==> config.mk <==
export PLATFORM = sky130hd
export DESIGN_NAME = unary_row_top
export DESIGN_NICKNAME = d
export VERILOG_FILES = /design/src/common/unary_data_pkg.sv /design/src/common/unary_ctrl_pkg.sv /design/src/rtl/unary_sequencer.sv /design/src/pe/pe_border.sv /design/src/pe/pe_inner.sv /design/src/pe/unary_acc.sv /design/src/rtl/psum_drain.sv /design/src/rtl/unary_row_top.sv
export VERILOG_INCLUDE_DIRS = /design/src /design/src/common
export SDC_FILE = /design/constraint.sdc
export NUM_CORES = 1
export LEC_CHECK = 0
export BUFFER_PORTS_ARGS = -buffer_cell sky130_fd_sc_hd__buf_4
export CORE_MARGIN = 10
export CORE_UTILIZATION = 45
export DETAILED_ROUTE_END_ITERATION = 10
export PLACE_DENSITY = 0.7
export SYNTH_ARGS = -nofsm -noshare
export SYNTH_HDL_FRONTEND = slang
export SYNTH_SLANG_ARGS = --single-unit
==> constraint.sdc <==
create_clock -name clk -period 5.7 [get_ports clk]
set_clock_uncertainty 0.2 [all_clocks]
set_input_delay 1.425 -clock clk [delete_from_list [all_inputs] [get_ports clk]]
set_output_delay 1.425 -clock clk [all_outputs]
set_load 0.1 [all_outputs]
==> src/common/unary_params.svh <==
`ifndef UNARY_PARAMS_SVH
`define UNARY_PARAMS_SVH

`define UNARY_IWIDTH 8   // activations and weights including the sign.

`define UNARY_OWIDTH 24  // partial sums.

`define UNARY_COLS 4     // columns in the row.

`endif

==> src/common/unary_data_pkg.sv <==
`default_nettype none

`include "unary_params.svh"

package unary_data_pkg;

    // ~~~~~~~~~~~~~~~~~~~~~~~~~~~~~~~~~~~~~~~~~~~~~~~~~~~~~~~~~
    // datapath types
    // ~~~~~~~~~~~~~~~~~~~~~~~~~~~~~~~~~~~~~~~~~~~~~~~~~~~~~~~~~
    typedef logic signed [`UNARY_IWIDTH-1:0] ifm_t;    // two's complement activation.
    typedef logic        [`UNARY_IWIDTH-2:0] mag_t;    // magnitude with the sign carried apart.
    typedef logic signed [`UNARY_OWIDTH-1:0] psum_t;
    typedef logic        [`UNARY_IWIDTH-2:0] win_cnt_t; // also the comparison sequence.

    // one window covers every magnitude value once.
    localparam int unsigned WIN_LEN = 2 ** (`UNARY_IWIDTH - 1);

endpackage

`default_nettype wire

==> src/common/unary_ctrl_pkg.sv <==
`default_nettype none

`include "unary_params.svh"

package unary_ctrl_pkg;

    typedef enum logic [2:0] {
        SEQ_IDLE,
        SEQ_LOAD,  // input load and accumulator clear.
        SEQ_RUN,
        SEQ_DONE,
        SEQ_DRAIN  // waits while the staggered columns finish.
    } seq_state_e;

    typedef logic [$clog2(`UNARY_COLS)-1:0] col_idx_t;

endpackage

`default_nettype wire

==> src/rtl/unary_sequencer.sv <==
`default_nettype none

`include "unary_params.svh"

module unary_sequencer
    import unary_data_pkg::*, unary_ctrl_pkg::*;
(
    input  wire logic clk,
    input  wire logic rst_n_i,
    input  wire logic start_i,
    output logic      en_i_o,
    output logic      clr_o_o,
    output logic      en_o_o,
    output logic      mac_done_o,
    output logic      busy_o
);

    seq_state_e state_q;
    win_cnt_t   run_cnt_q;
    col_idx_t   drain_cnt_q;
    logic       go;

    assign go = start_i && !busy_o;  // a start during a run is dropped.

    always_ff @(posedge clk or negedge rst_n_i) begin
        if (!rst_n_i) begin
            state_q     <= SEQ_IDLE;
            run_cnt_q   <= '0;
            drain_cnt_q <= '0;
        end else begin
            case (state_q)
                SEQ_IDLE: begin
                    if (go) state_q <= SEQ_LOAD;
                end
                SEQ_LOAD: begin
                    state_q   <= SEQ_RUN;
                    run_cnt_q <= '0;
                end
                SEQ_RUN: begin
                    run_cnt_q <= run_cnt_q + 1'b1;
                    if (run_cnt_q == win_cnt_t'(WIN_LEN - 1)) state_q <= SEQ_DONE;
                end
                SEQ_DONE: begin
                    state_q     <= SEQ_DRAIN;
                    drain_cnt_q <= '0;
                end
                SEQ_DRAIN: begin
                    drain_cnt_q <= drain_cnt_q + 1'b1;
                    if (drain_cnt_q == col_idx_t'(`UNARY_COLS - 1)) state_q <= SEQ_IDLE;
                end
                default: state_q <= SEQ_IDLE;
            endcase
        end
    end

    // busy stays up one cycle past the drain so it covers the valid pulse.
    always_ff @(posedge clk or negedge rst_n_i) begin
        if (!rst_n_i) busy_o <= 1'b0;
        else          busy_o <= (state_q != SEQ_IDLE) || go;
    end

    assign en_i_o     = (state_q == SEQ_LOAD);
    assign clr_o_o    = (state_q == SEQ_LOAD);  // accumulators clear with the input load.
    assign en_o_o     = (state_q == SEQ_RUN);
    assign mac_done_o = (state_q == SEQ_DONE);

    a_done_after_run: assert property (@(posedge clk) disable iff (!rst_n_i)
        mac_done_o |-> $past(en_i_o, WIN_LEN + 1));  // one full window after the load.

endmodule

`default_nettype wire

==> src/pe/pe_border.sv <==
`default_nettype none

`include "unary_params.svh"

module pe_border
    import unary_data_pkg::*;
(
    input  wire logic clk,
    input  wire logic rst_n_i,
    input  wire logic en_i_i, clr_o_i, en_o_i, mac_done_i,
    input  wire logic en_w_i, clr_w_i,
    input  wire ifm_t ifm_i,
    input  wire logic wght_sign_i,
    input  wire mag_t wght_abs_i,
    output logic      clr_o_o, en_o_o, mac_done_o,
    output logic      ifm_sign_o, ifm_bit_o,
    output win_cnt_t  rand_w_o,
    output logic      wght_sign_o,
    output mag_t      wght_abs_o,
    output logic      prod_o, prod_neg_o,
    output logic      acc_clr_o, acc_en_o, acc_done_o
);

    localparam ifm_t IFM_MIN = ifm_t'(1 << (`UNARY_IWIDTH - 1));

    logic     ifm_sign_q;
    mag_t     ifm_mag_q;
    mag_t     ifm_mag;
    win_cnt_t win_cnt_q;
    win_cnt_t rand_w;
    logic     ifm_bit;

    // ~~~~~~~~~~~~~~~~~~~~~~~~~~~~~~~~~~~~~~~~~~~~~~~~~~~~~~~~~
    // sign/magnitude input and stream generation
    // ~~~~~~~~~~~~~~~~~~~~~~~~~~~~~~~~~~~~~~~~~~~~~~~~~~~~~~~~~
    assign ifm_mag = ifm_i[`UNARY_IWIDTH-1] ? mag_t'(-ifm_i) : mag_t'(ifm_i);

    always_ff @(posedge clk) begin
        if (en_i_i) begin
            ifm_sign_q <= ifm_i[`UNARY_IWIDTH-1];
            ifm_mag_q  <= ifm_mag;
        end
    end

    always_ff @(posedge clk or negedge rst_n_i) begin
        if (!rst_n_i)    win_cnt_q <= '0;
        else if (en_i_i) win_cnt_q <= '0;  // window restarts with each load.
        else if (en_o_i) win_cnt_q <= win_cnt_q + 1'b1;
    end

    assign ifm_bit = (win_cnt_q < ifm_mag_q);  // temporal code with the ones first.
    assign rand_w  = {<<{win_cnt_q}};          // bit reversal spreads the weight ones evenly.

    always_ff @(posedge clk or negedge rst_n_i) begin
        if (!rst_n_i) begin
            wght_sign_o <= 1'b0;
            wght_abs_o  <= '0;
        end else if (clr_w_i) begin
            wght_sign_o <= 1'b0;
            wght_abs_o  <= '0;
        end else if (en_w_i) begin
            wght_sign_o <= wght_sign_i;
            wght_abs_o  <= wght_abs_i;
        end
    end

    assign prod_o     = ifm_bit && (rand_w < wght_abs_o);
    assign prod_neg_o = ifm_sign_q ^ wght_sign_o;
    assign acc_clr_o  = clr_o_i;
    assign acc_en_o   = en_o_i;
    assign acc_done_o = mac_done_i;

    // ~~~~~~~~~~~~~~~~~~~~~~~~~~~~~~~~~~~~~~~~~~~~~~~~~~~~~~~~~
    // fan-out to the next column
    // ~~~~~~~~~~~~~~~~~~~~~~~~~~~~~~~~~~~~~~~~~~~~~~~~~~~~~~~~~
    always_ff @(posedge clk or negedge rst_n_i) begin
        if (!rst_n_i) begin
            clr_o_o    <= 1'b0;
            en_o_o     <= 1'b0;
            mac_done_o <= 1'b0;
            ifm_sign_o <= 1'b0;
            ifm_bit_o  <= 1'b0;
            rand_w_o   <= '0;
        end else begin
            clr_o_o    <= clr_o_i;
            en_o_o     <= en_o_i;
            mac_done_o <= mac_done_i;
            ifm_sign_o <= ifm_sign_q;
            ifm_bit_o  <= ifm_bit;
            rand_w_o   <= rand_w;
        end
    end

    a_no_min_ifm: assert property (@(posedge clk) disable iff (!rst_n_i)
        en_i_i |-> ifm_i != IFM_MIN);
    a_no_wload_in_run: assert property (@(posedge clk) disable iff (!rst_n_i)
        en_w_i |-> !en_o_i);

endmodule

`default_nettype wire

==> src/pe/pe_inner.sv <==
`default_nettype none

`include "unary_params.svh"

module pe_inner
    import unary_data_pkg::*;
(
    input  wire logic     clk,
    input  wire logic     rst_n_i,
    input  wire logic     clr_o_i, en_o_i, mac_done_i,
    input  wire logic     en_w_i, clr_w_i,
    input  wire logic     ifm_sign_i, ifm_bit_i,
    input  wire win_cnt_t rand_w_i,
    input  wire logic     wght_sign_i,
    input  wire mag_t     wght_abs_i,
    output logic          clr_o_o, en_o_o, mac_done_o,
    output logic          ifm_sign_o, ifm_bit_o,
    output win_cnt_t      rand_w_o,
    output logic          wght_sign_o,
    output mag_t          wght_abs_o,
    output logic          prod_o, prod_neg_o,
    output logic          acc_clr_o, acc_en_o, acc_done_o
);

    // weight stage; the left neighbour's old weight moves in on a load.
    always_ff @(posedge clk or negedge rst_n_i) begin
        if (!rst_n_i) begin
            wght_sign_o <= 1'b0;
            wght_abs_o  <= '0;
        end else if (clr_w_i) begin
            wght_sign_o <= 1'b0;
            wght_abs_o  <= '0;
        end else if (en_w_i) begin
            wght_sign_o <= wght_sign_i;
            wght_abs_o  <= wght_abs_i;
        end
    end

    assign prod_o     = ifm_bit_i && (rand_w_i < wght_abs_o);
    assign prod_neg_o = ifm_sign_i ^ wght_sign_o;
    assign acc_clr_o  = clr_o_i;
    assign acc_en_o   = en_o_i;
    assign acc_done_o = mac_done_i;

    always_ff @(posedge clk or negedge rst_n_i) begin
        if (!rst_n_i) begin
            clr_o_o    <= 1'b0;
            en_o_o     <= 1'b0;
            mac_done_o <= 1'b0;
            ifm_sign_o <= 1'b0;
            ifm_bit_o  <= 1'b0;
            rand_w_o   <= '0;
        end else begin
            clr_o_o    <= clr_o_i;
            en_o_o     <= en_o_i;
            mac_done_o <= mac_done_i;
            ifm_sign_o <= ifm_sign_i;
            ifm_bit_o  <= ifm_bit_i;
            rand_w_o   <= rand_w_i;
        end
    end

    a_no_wload_in_run: assert property (@(posedge clk) disable iff (!rst_n_i)
        en_w_i |-> !en_o_i);

endmodule

`default_nettype wire

==> src/pe/unary_acc.sv <==
`default_nettype none

`include "unary_params.svh"

module unary_acc
    import unary_data_pkg::*;
(
    input  wire logic  clk,
    input  wire logic  rst_n_i,
    input  wire logic  clr_i,
    input  wire logic  en_i,
    input  wire logic  mac_done_i,
    input  wire logic  prod_i,
    input  wire logic  prod_neg_i,
    input  wire psum_t psum_i,
    output psum_t      psum_o
);

    // a window holds at most one product bit per magnitude step.
    localparam psum_t CNT_MAX = psum_t'((1 << (`UNARY_IWIDTH - 1)) - 1);

    psum_t cnt_q;

    always_ff @(posedge clk or negedge rst_n_i) begin
        if (!rst_n_i) begin
            cnt_q  <= '0;
            psum_o <= '0;
        end else begin
            if (clr_i) begin
                cnt_q <= '0;
            end else if (en_i && prod_i) begin
                cnt_q <= prod_neg_i ? cnt_q - 1'b1 : cnt_q + 1'b1;
            end
            if (mac_done_i) psum_o <= psum_i + cnt_q;  // partial sum from above joins here.
        end
    end

    a_cnt_range: assert property (@(posedge clk) disable iff (!rst_n_i)
        (cnt_q <= CNT_MAX) && (cnt_q >= -CNT_MAX));

endmodule

`default_nettype wire

==> src/rtl/psum_drain.sv <==
`default_nettype none

`include "unary_params.svh"

module psum_drain
    import unary_data_pkg::*, unary_ctrl_pkg::*;
(
    input  wire logic                    clk,
    input  wire logic                    rst_n_i,
    input  wire logic [`UNARY_COLS-1:0]  col_done_i,
    input  wire psum_t [`UNARY_COLS-1:0] psum_i,
    output psum_t [`UNARY_COLS-1:0]      result_o,
    output logic                         result_valid_o
);

    localparam col_idx_t LAST_COL = col_idx_t'(`UNARY_COLS - 1);

    psum_t [`UNARY_COLS-1:0] hold_q;
    psum_t [`UNARY_COLS-1:0] merged;

    // columns finish one cycle apart and park here first.
    always_ff @(posedge clk) begin
        for (int c = 0; c < `UNARY_COLS; c++) begin
            if (col_done_i[c]) hold_q[c] <= psum_i[c];
        end
    end

    always_comb begin
        for (int c = 0; c < `UNARY_COLS; c++) begin
            merged[c] = col_done_i[c] ? psum_i[c] : hold_q[c];
        end
    end

    // the last column releases the whole row at once.
    always_ff @(posedge clk or negedge rst_n_i) begin
        if (!rst_n_i) begin
            result_o       <= '0;
            result_valid_o <= 1'b0;
        end else begin
            result_valid_o <= col_done_i[LAST_COL];
            if (col_done_i[LAST_COL]) result_o <= merged;
        end
    end

endmodule

`default_nettype wire

==> src/rtl/unary_row_top.sv <==
`default_nettype none

`include "unary_params.svh"

module unary_row_top
    import unary_data_pkg::*;
(
    input  wire logic                    clk,
    input  wire logic                    rst_n_i,
    input  wire logic                    start_i,
    input  wire ifm_t                    ifm_i,
    input  wire logic                    wght_load_i,
    input  wire logic                    wght_sign_i,
    input  wire mag_t                    wght_abs_i,
    input  wire logic                    wght_clr_i,
    input  wire psum_t [`UNARY_COLS-1:0] bias_i,
    output logic                         busy_o,
    output psum_t [`UNARY_COLS-1:0]      result_o,
    output logic                         result_valid_o
);

    wire seq_en_i, seq_clr_o, seq_en_o, seq_done;

    // index k carries what column k hands to column k+1.
    wire [`UNARY_COLS-1:0]           fw_clr, fw_en, fw_done, fw_isign, fw_ibit, fw_wsign;
    wire win_cnt_t [`UNARY_COLS-1:0] fw_rand;
    wire mag_t [`UNARY_COLS-1:0]     fw_wabs;

    wire [`UNARY_COLS-1:0]        acc_clr, acc_en, acc_done, prod, prod_neg;
    wire psum_t [`UNARY_COLS-1:0] psum;

    unary_sequencer i_seq (
        .clk(clk), .rst_n_i(rst_n_i), .start_i(start_i),
        .en_i_o(seq_en_i), .clr_o_o(seq_clr_o), .en_o_o(seq_en_o),
        .mac_done_o(seq_done), .busy_o(busy_o)
    );

    pe_border i_pe_border (
        .clk(clk), .rst_n_i(rst_n_i),
        .en_i_i(seq_en_i), .clr_o_i(seq_clr_o), .en_o_i(seq_en_o), .mac_done_i(seq_done),
        .en_w_i(wght_load_i), .clr_w_i(wght_clr_i),
        .ifm_i(ifm_i), .wght_sign_i(wght_sign_i), .wght_abs_i(wght_abs_i),
        .clr_o_o(fw_clr[0]), .en_o_o(fw_en[0]), .mac_done_o(fw_done[0]),
        .ifm_sign_o(fw_isign[0]), .ifm_bit_o(fw_ibit[0]), .rand_w_o(fw_rand[0]),
        .wght_sign_o(fw_wsign[0]), .wght_abs_o(fw_wabs[0]),
        .prod_o(prod[0]), .prod_neg_o(prod_neg[0]),
        .acc_clr_o(acc_clr[0]), .acc_en_o(acc_en[0]), .acc_done_o(acc_done[0])
    );

    for (genvar k = 1; k < `UNARY_COLS; k++) begin : g_inner
        pe_inner i_pe (
            .clk(clk), .rst_n_i(rst_n_i),
            .clr_o_i(fw_clr[k-1]), .en_o_i(fw_en[k-1]), .mac_done_i(fw_done[k-1]),
            .en_w_i(wght_load_i), .clr_w_i(wght_clr_i),
            .ifm_sign_i(fw_isign[k-1]), .ifm_bit_i(fw_ibit[k-1]), .rand_w_i(fw_rand[k-1]),
            .wght_sign_i(fw_wsign[k-1]), .wght_abs_i(fw_wabs[k-1]),
            .clr_o_o(fw_clr[k]), .en_o_o(fw_en[k]), .mac_done_o(fw_done[k]),
            .ifm_sign_o(fw_isign[k]), .ifm_bit_o(fw_ibit[k]), .rand_w_o(fw_rand[k]),
            .wght_sign_o(fw_wsign[k]), .wght_abs_o(fw_wabs[k]),
            .prod_o(prod[k]), .prod_neg_o(prod_neg[k]),
            .acc_clr_o(acc_clr[k]), .acc_en_o(acc_en[k]), .acc_done_o(acc_done[k])
        );
    end

    for (genvar k = 0; k < `UNARY_COLS; k++) begin : g_acc
        unary_acc i_acc (
            .clk(clk), .rst_n_i(rst_n_i),
            .clr_i(acc_clr[k]), .en_i(acc_en[k]), .mac_done_i(acc_done[k]),
            .prod_i(prod[k]), .prod_neg_i(prod_neg[k]),
            .psum_i(bias_i[k]), .psum_o(psum[k])
        );
    end

    // the forwarded done marks the cycle a column's sum is ready.
    psum_drain i_drain (
        .clk(clk), .rst_n_i(rst_n_i),
        .col_done_i(fw_done), .psum_i(psum),
        .result_o(result_o), .result_valid_o(result_valid_o)
    );

endmodule

`default_nettype wire

After elaboration in Yosys (flattened, before gate mapping)
Index checks and enable logic that the tools add are counted.
- register bits: 458
- bits of input ports: 117
- output and inout port bits: 98
- word-level logic and storage cells: 145
- $add $sub $neg: 16
- order comparisons: 5
- equal/unequal tests: 9
- mux-type cells: 40
- bitwise gates (word level): 4
- reductions and logical operators: 21
- operators with widths (kind ; count):
    two-way mux 24 bit ; 15
    adder 24 x 1 -> 24 bit (second input constant) ; 4
    adder 24 bit ; 4
    subtractor 24 x 1 -> 24 bit (second input constant) ; 4
    two-way mux 7 bit ; 11
    less-than comparator 7 bit ; 5
    one-hot mux 3 bit (5 select lines) ; 1
    adder 7 x 1 -> 7 bit (second input constant) ; 2
    one-hot mux 7 bit (2 select lines) ; 1
    nonzero test 2 bit ; 7
    logical AND 1 bit ; 9
    two-way mux 3 bit ; 3
    two-way mux 1 bit ; 8
    equality test 7 bit (second input constant) ; 1
    negator 7 bit ; 1
    equality test 3 x 2 -> 1 bit (second input constant) ; 2
    != test 2 x 1 -> 1 bit (second input constant) ; 2
    one-hot mux 2 bit (2 select lines) ; 1
    bitwise XOR 1 bit ; 4
    equality test 3 x 1 -> 1 bit (second input constant) ; 1
    equality test 3 bit (second input constant) ; 1
    logical NOT 3 bit ; 1
    AND reduction 3 bit ; 1
    nonzero test 3 bit ; 1
    5 further kinds ; 5

Logic depth before layout (Yosys ltp)
- word-level depth: 5
- depth in mapped cells: 12
- depth with buffers taken out: 12

By module
From an unflattened synthesis, not the netlist that was laid out.
- cells, all modules: 2716
- area total of the unflattened synthesis: 28139.5 um^2
- modules (own cells, without submodules) (module ; times used ; cells an instance ; area each (um^2) ; sequential area each (um^2)):
    psum_drain ; 1 ; 357 ; 6432.4 ; 3868.7
    unary_acc (g_acc[3].i_acc) ; 1 ; 495 ; 4331.7 ; 1201.2
    unary_acc (g_acc[1].i_acc) ; 1 ; 503 ; 4325.4 ; 1201.2
    unary_acc (g_acc[2].i_acc) ; 1 ; 495 ; 4262.8 ; 1201.2
    unary_acc (g_acc[0].i_acc) ; 1 ; 461 ; 4052.6 ; 1201.2
    pe_inner ; 3 ; 66 ; 812.0 ; 500.5
    pe_border ; 1 ; 141 ; 1617.8 ; 915.9
    unary_sequencer ; 1 ; 66 ; 680.7 ; 325.3

Least setup slack after synthesis
No wires, ideal clock.
- path type: register -> register
- start: register i_pe_border.ifm_sign_q
- end: register g_acc[0].i_acc.cnt_q[23]
- setup time: 126 ps
- arrival: 3873 ps
- required time: 5374 ps
- slack: 1501 ps
- stages on the path, launching flop included: 12
- path buffers: 0
- period minus slack after synthesis: 4199 ps
- path through: edfxtp_1 xor2_1 ha_1 a21o_1 a21oi_4 a211oi_2 nor4bb_2 o31ai_4 a221oi_4 a2bb2oi_2 mux2_1 a311o_1
- cells in the longest elaborated chain, start to end: 4
- RTL lines (what ; RTL line ; text):
    start, declared ; pe_border.sv:26 ; logic ifm_sign_q;
    start signal, assigned ; pe_border.sv:40 ; ifm_sign_q <= ifm_i[`UNARY_IWIDTH-1];
    bitwise XOR 1 bit ; pe_border.sv:68 ; assign prod_neg_o = ifm_sign_q ^ wght_sign_o;
    two-way mux 24 bit ; unary_acc.sv:32 ; cnt_q <= prod_neg_i ? cnt_q - 1'b1 : cnt_q + 1'b1;
    two-way mux 24 bit ; unary_acc.sv:31 ; end else if (en_i && prod_i) begin
    two-way mux 24 bit ; unary_acc.sv:29 ; if (clr_i) begin
    end signal, assigned ; unary_acc.sv:32 ;
    end, declared ; unary_acc.sv:22 ; psum_t cnt_q;
Every way passes these cells. The select of a mux whose other input is x is not followed.
A chain may end at the register's enable or synchronous reset.

Final worst setup path
Ends and elaborated chain as after synthesis.

==> reports/metrics.csv <==
metric,value,unit
syn-num-nets,2915,
synth_top_area_share,0.3614,
p_total,0.01970,W
nets,3105,
yosys.cell_types.count,77,
setup_viol,0,
io_pins,215,
cpMaxStageDelayCell,xor2_2,
cp-end-kind,register,
dieArea,68220,um2
period_needed,4.155,ns
die_y,261.2,um
htree_levels,2,
slew_violations,0,
min_path_type,reg2reg,
hold_depth,0,
fp.dieW,261.2,um
track_usage,0.1825,
grt_antenna_before_repair,6,
design.core.area,57700,um2
detail-route-antenna-nets,0,
netlist_top_cells_count,"dfrtp_1 (378), mux2_2 (225), ha_1 (214)",
worstPathArrival,4.41,ns
grt_max_degree,150,
combPwrFrac,0.541,
p_int,0.01066,W
clkSinkCount,458,
synth_compound_gate_area_share,0.1669,
drtPass1Iterations,5,
cts_made_buffers,50,
drt-total-wl,63510,um
startpoint,i_pe_border.ifm_sign_q,
synthSimpleGateAreaFrac,0.1007,
status,completed,
clockRootBuffer,clkbuf_16,
avgSynthCellArea,10.16,um2
cts_tree,done,
cts_resized,0,
worstPathCellList,xor2_2 -> ha_1 -> a21o_1 -> a21oi_4 -> a211oi_2 -> nor4bb_2 -> o31ai_4 -> a221oi_4 -> a2bb2oi_2 -> mux2_1 -> a311o_1,
seq_area_frac_synth,0.4256,
grt_pass1_wl,102700,um
timing.fmax,240.6,MHz
drive_gt1_frac,0.2041,
p_per_area,647.7,nW/um2
dp_hpwl,47150,um
filler_cell_count,5091,
fin_crit_sh,0.7290,
yosys.area.top_type,dfrtp_1,
netlist_area,26180,um2
cp_max_fo,14,
power_leakage,14.53,nW
synthMuxAreaShare,0.1152,
dpl_worst_slack,1.202,ns
clkTransAtPathRegs,0.06,ns
switching_share,0.4587,
hold_viol,0,
worstReg2RegEnd,g_acc[0].i_acc.cnt_q[23],
cp_slowest_stage_delay,0.70,ns
dpl.cell_count,3479,
required,5.96,ns
switchingPower,0.009039,W
post_cts_buffers,0,
clock_latency,0.59,ns
worst_hold_slack,0.1675,ns
overflow,0,
worstSetupEndpoint,g_acc[0].i_acc.cnt_q[23],
num_rows,88,
finalNonFillerCells,3578,
peakVddDrop,0.0005888,V
async_reset_ff_frac,0.8253,
post_drt_via_cell_ratio,5.518,
wl_per_cell,17.75,um
drcViolationCount,0,
start_util,0.4537,
yosys.area_share.adder,0.1084,
r2r_cells,11,
seqPwrFrac,0.283,
ctsLongestPathBuffers,3,
syn_inst,2576,
synth_xor_area_frac,0.05621,
tns,0,ns
portBuffers,214,
drt_iter0_markers,1150,
vias,19740,
timing.rr.start,i_pe_border.ifm_sign_q,
synth-edff-count,8,
synth_top_family_by_area,compound AO/OA/AOI/OAI gates,
maxCapViolCount,0,
ctsHoldBuffers,0,
gp_congestion,0.9102,
crit_type,reg2reg,
grt_setup_unrepaired,false,
yosysWarnings,0,
max_slew.worst_pin.slew,1.070,ns
synth_seq_cells,458,
synth_area_leaders,"dfrtp_1 (36%), ha_1 (10%), mux2_2 (9.7%)",
synthFlopType,dfrtp_1,
synth_most_common_cell,dfrtp_1,
slew_headroom,0.2864,
startpoint_type,register,
area.growth.synth_to_final,16.21,%
setup_ws,1.545,ns
ff2ff_setup_slack,1.54,ns
power_frac_clock,0.176,
grt_pass1_vias,19690,
[through the flow]
step	cell area, um2	utilization
floorplan	26180	-
global placement	28620	0.4960
detailed placement	28620	0.4960
CTS	30400	0.5270
global route	30420	0.5272
finish	30420	0.5272
[metal layers]
layer | vias up | track usage | share of wire
met3 | 104 | 0.02666 | 0.038
met5 | - | 0 | 0
met1 | 9567 | 0.2368 | 0.45
li1 | 9708 | - | -
met4 | 0 | 0.05892 | 0.026
met2 | 363 | 0.3091 | 0.48
[power by group through the flow]
stage	clock network [W]	logic, W	registers (W)
3_3_place_gp	0	0.0104	0.00556
5_1_grt	0.00370	0.0116	0.00574
3_5_place_dp	0	0.0106	0.00563
6_report	0.00347	0.0107	0.00557
2_1_floorplan	0	0.00618	0.00761
4_1_cts	0.00357	0.0107	0.00559
[state kept, by name (all words and copies together) (netlist names), 2 cells and up]
register / cells
i_seq.state_q: 3
g_inner.i_pe.mac_done_o: 3
i_pe_border.rand_w_o: 7
g_inner.i_pe.clr_o_o: 2
i_drain.hold_q: 72
i_drain.result_o: 96
i_pe_border.ifm_mag_q: 7
g_acc.i_acc.cnt_q: 96
g_inner.i_pe.ifm_sign_o: 2
i_seq.run_cnt_q: 7
g_inner.i_pe.wght_sign_o: 3
g_inner.i_pe.wght_abs_o: 21
g_inner.i_pe.rand_w_o: 14
g_inner.i_pe.en_o_o: 2
g_acc.i_acc.psum_o: 96
i_pe_border.win_cnt_q: 7
i_pe_border.wght_abs_o: 7
g_inner.i_pe.ifm_bit_o: 2
i_seq.drain_cnt_q: 2
[worst min-delay path by stage]
stage / start / end
2_1_floorplan: i_pe_border.rand_w_o[0] / g_inner[1].i_pe.rand_w_o[0]
3_3_place_gp: g_inner[1].i_pe.rand_w_o[0] / g_inner[2].i_pe.rand_w_o[0]
3_5_place_dp: g_inner[1].i_pe.rand_w_o[0] / g_inner[2].i_pe.rand_w_o[0]
4_1_cts: g_inner[1].i_pe.rand_w_o[0] / g_inner[2].i_pe.rand_w_o[0]
5_1_grt: g_inner[1].i_pe.rand_w_o[4] / g_inner[2].i_pe.rand_w_o[4]
6_report: g_inner[1].i_pe.rand_w_o[4] / g_inner[2].i_pe.rand_w_o[4]
[cells by family (layout without fill, tap and decap cells)]
logic type	after synthesis	in the layout
AO/OA/AOI/OAI	693	693
adder cells (fa/ha/maj)	222	222
flip-flops	458	458
XOR/XNOR	168	168
AND/OR/NAND/NOR	574	574
other	0	6
multiplexers	273	273
buffers and inverters	188	419
[critical path, delay by kind of cell (launching register included)]
family / cells / cell delay, ns
AO/OA/AOI/OAI: 7 / 1.53
multiplexers: 1 / 0.35
XOR/XNOR: 1 / 0.70
AND/OR/NAND/NOR: 1 / 0.43
flip-flops: 1 / 0.43
adder cells (fa/ha/maj): 1 / 0.37
[cell type report]
cell class              count  area, um2  share of cell area
diodes                      6      15.01           0.0004936
clock buffers              66       1455             0.04784
clock inverters            27      330.3             0.01086
inverters                  93      349.1             0.01148
multi-input cells        1930      14370              0.4724
flip-flops and latches    458      11150              0.3665
well taps                 765      957.2             0.03147
repair buffers            233       1794             0.05899
[cell usage in the layout, fill, tap and decap left out, drive strengths merged, types with 10 or more instances in the layout]
cell type / netlist / final
nor2b: 17 / 17
nand2b: 23 / 23
xor2: 66 / 66
and3: 19 / 19
nand3: 57 / 57
nor3: 28 / 28
o21bai: 30 / 30
a211oi: 25 / 25
buf: 17 / 233
dfxtp: 72 / 72
dfrtp: 378 / 378
nand2: 177 / 177
or3: 10 / 10
o21a: 18 / 18
inv: 93 / 95
o21ai: 172 / 172
a21o: 107 / 107
xnor2: 102 / 102
ha: 214 / 214
o31ai: 12 / 12
mux2: 226 / 226
o211ai: 14 / 14
clkbuf: 78 / 66
mux2i: 47 / 47
a21oi: 214 / 214
a31oi: 30 / 30
clkinv: 0 / 16
nand4: 13 / 13
nor2: 185 / 185
Note: power is estimated with default switching activity, not from simulation.
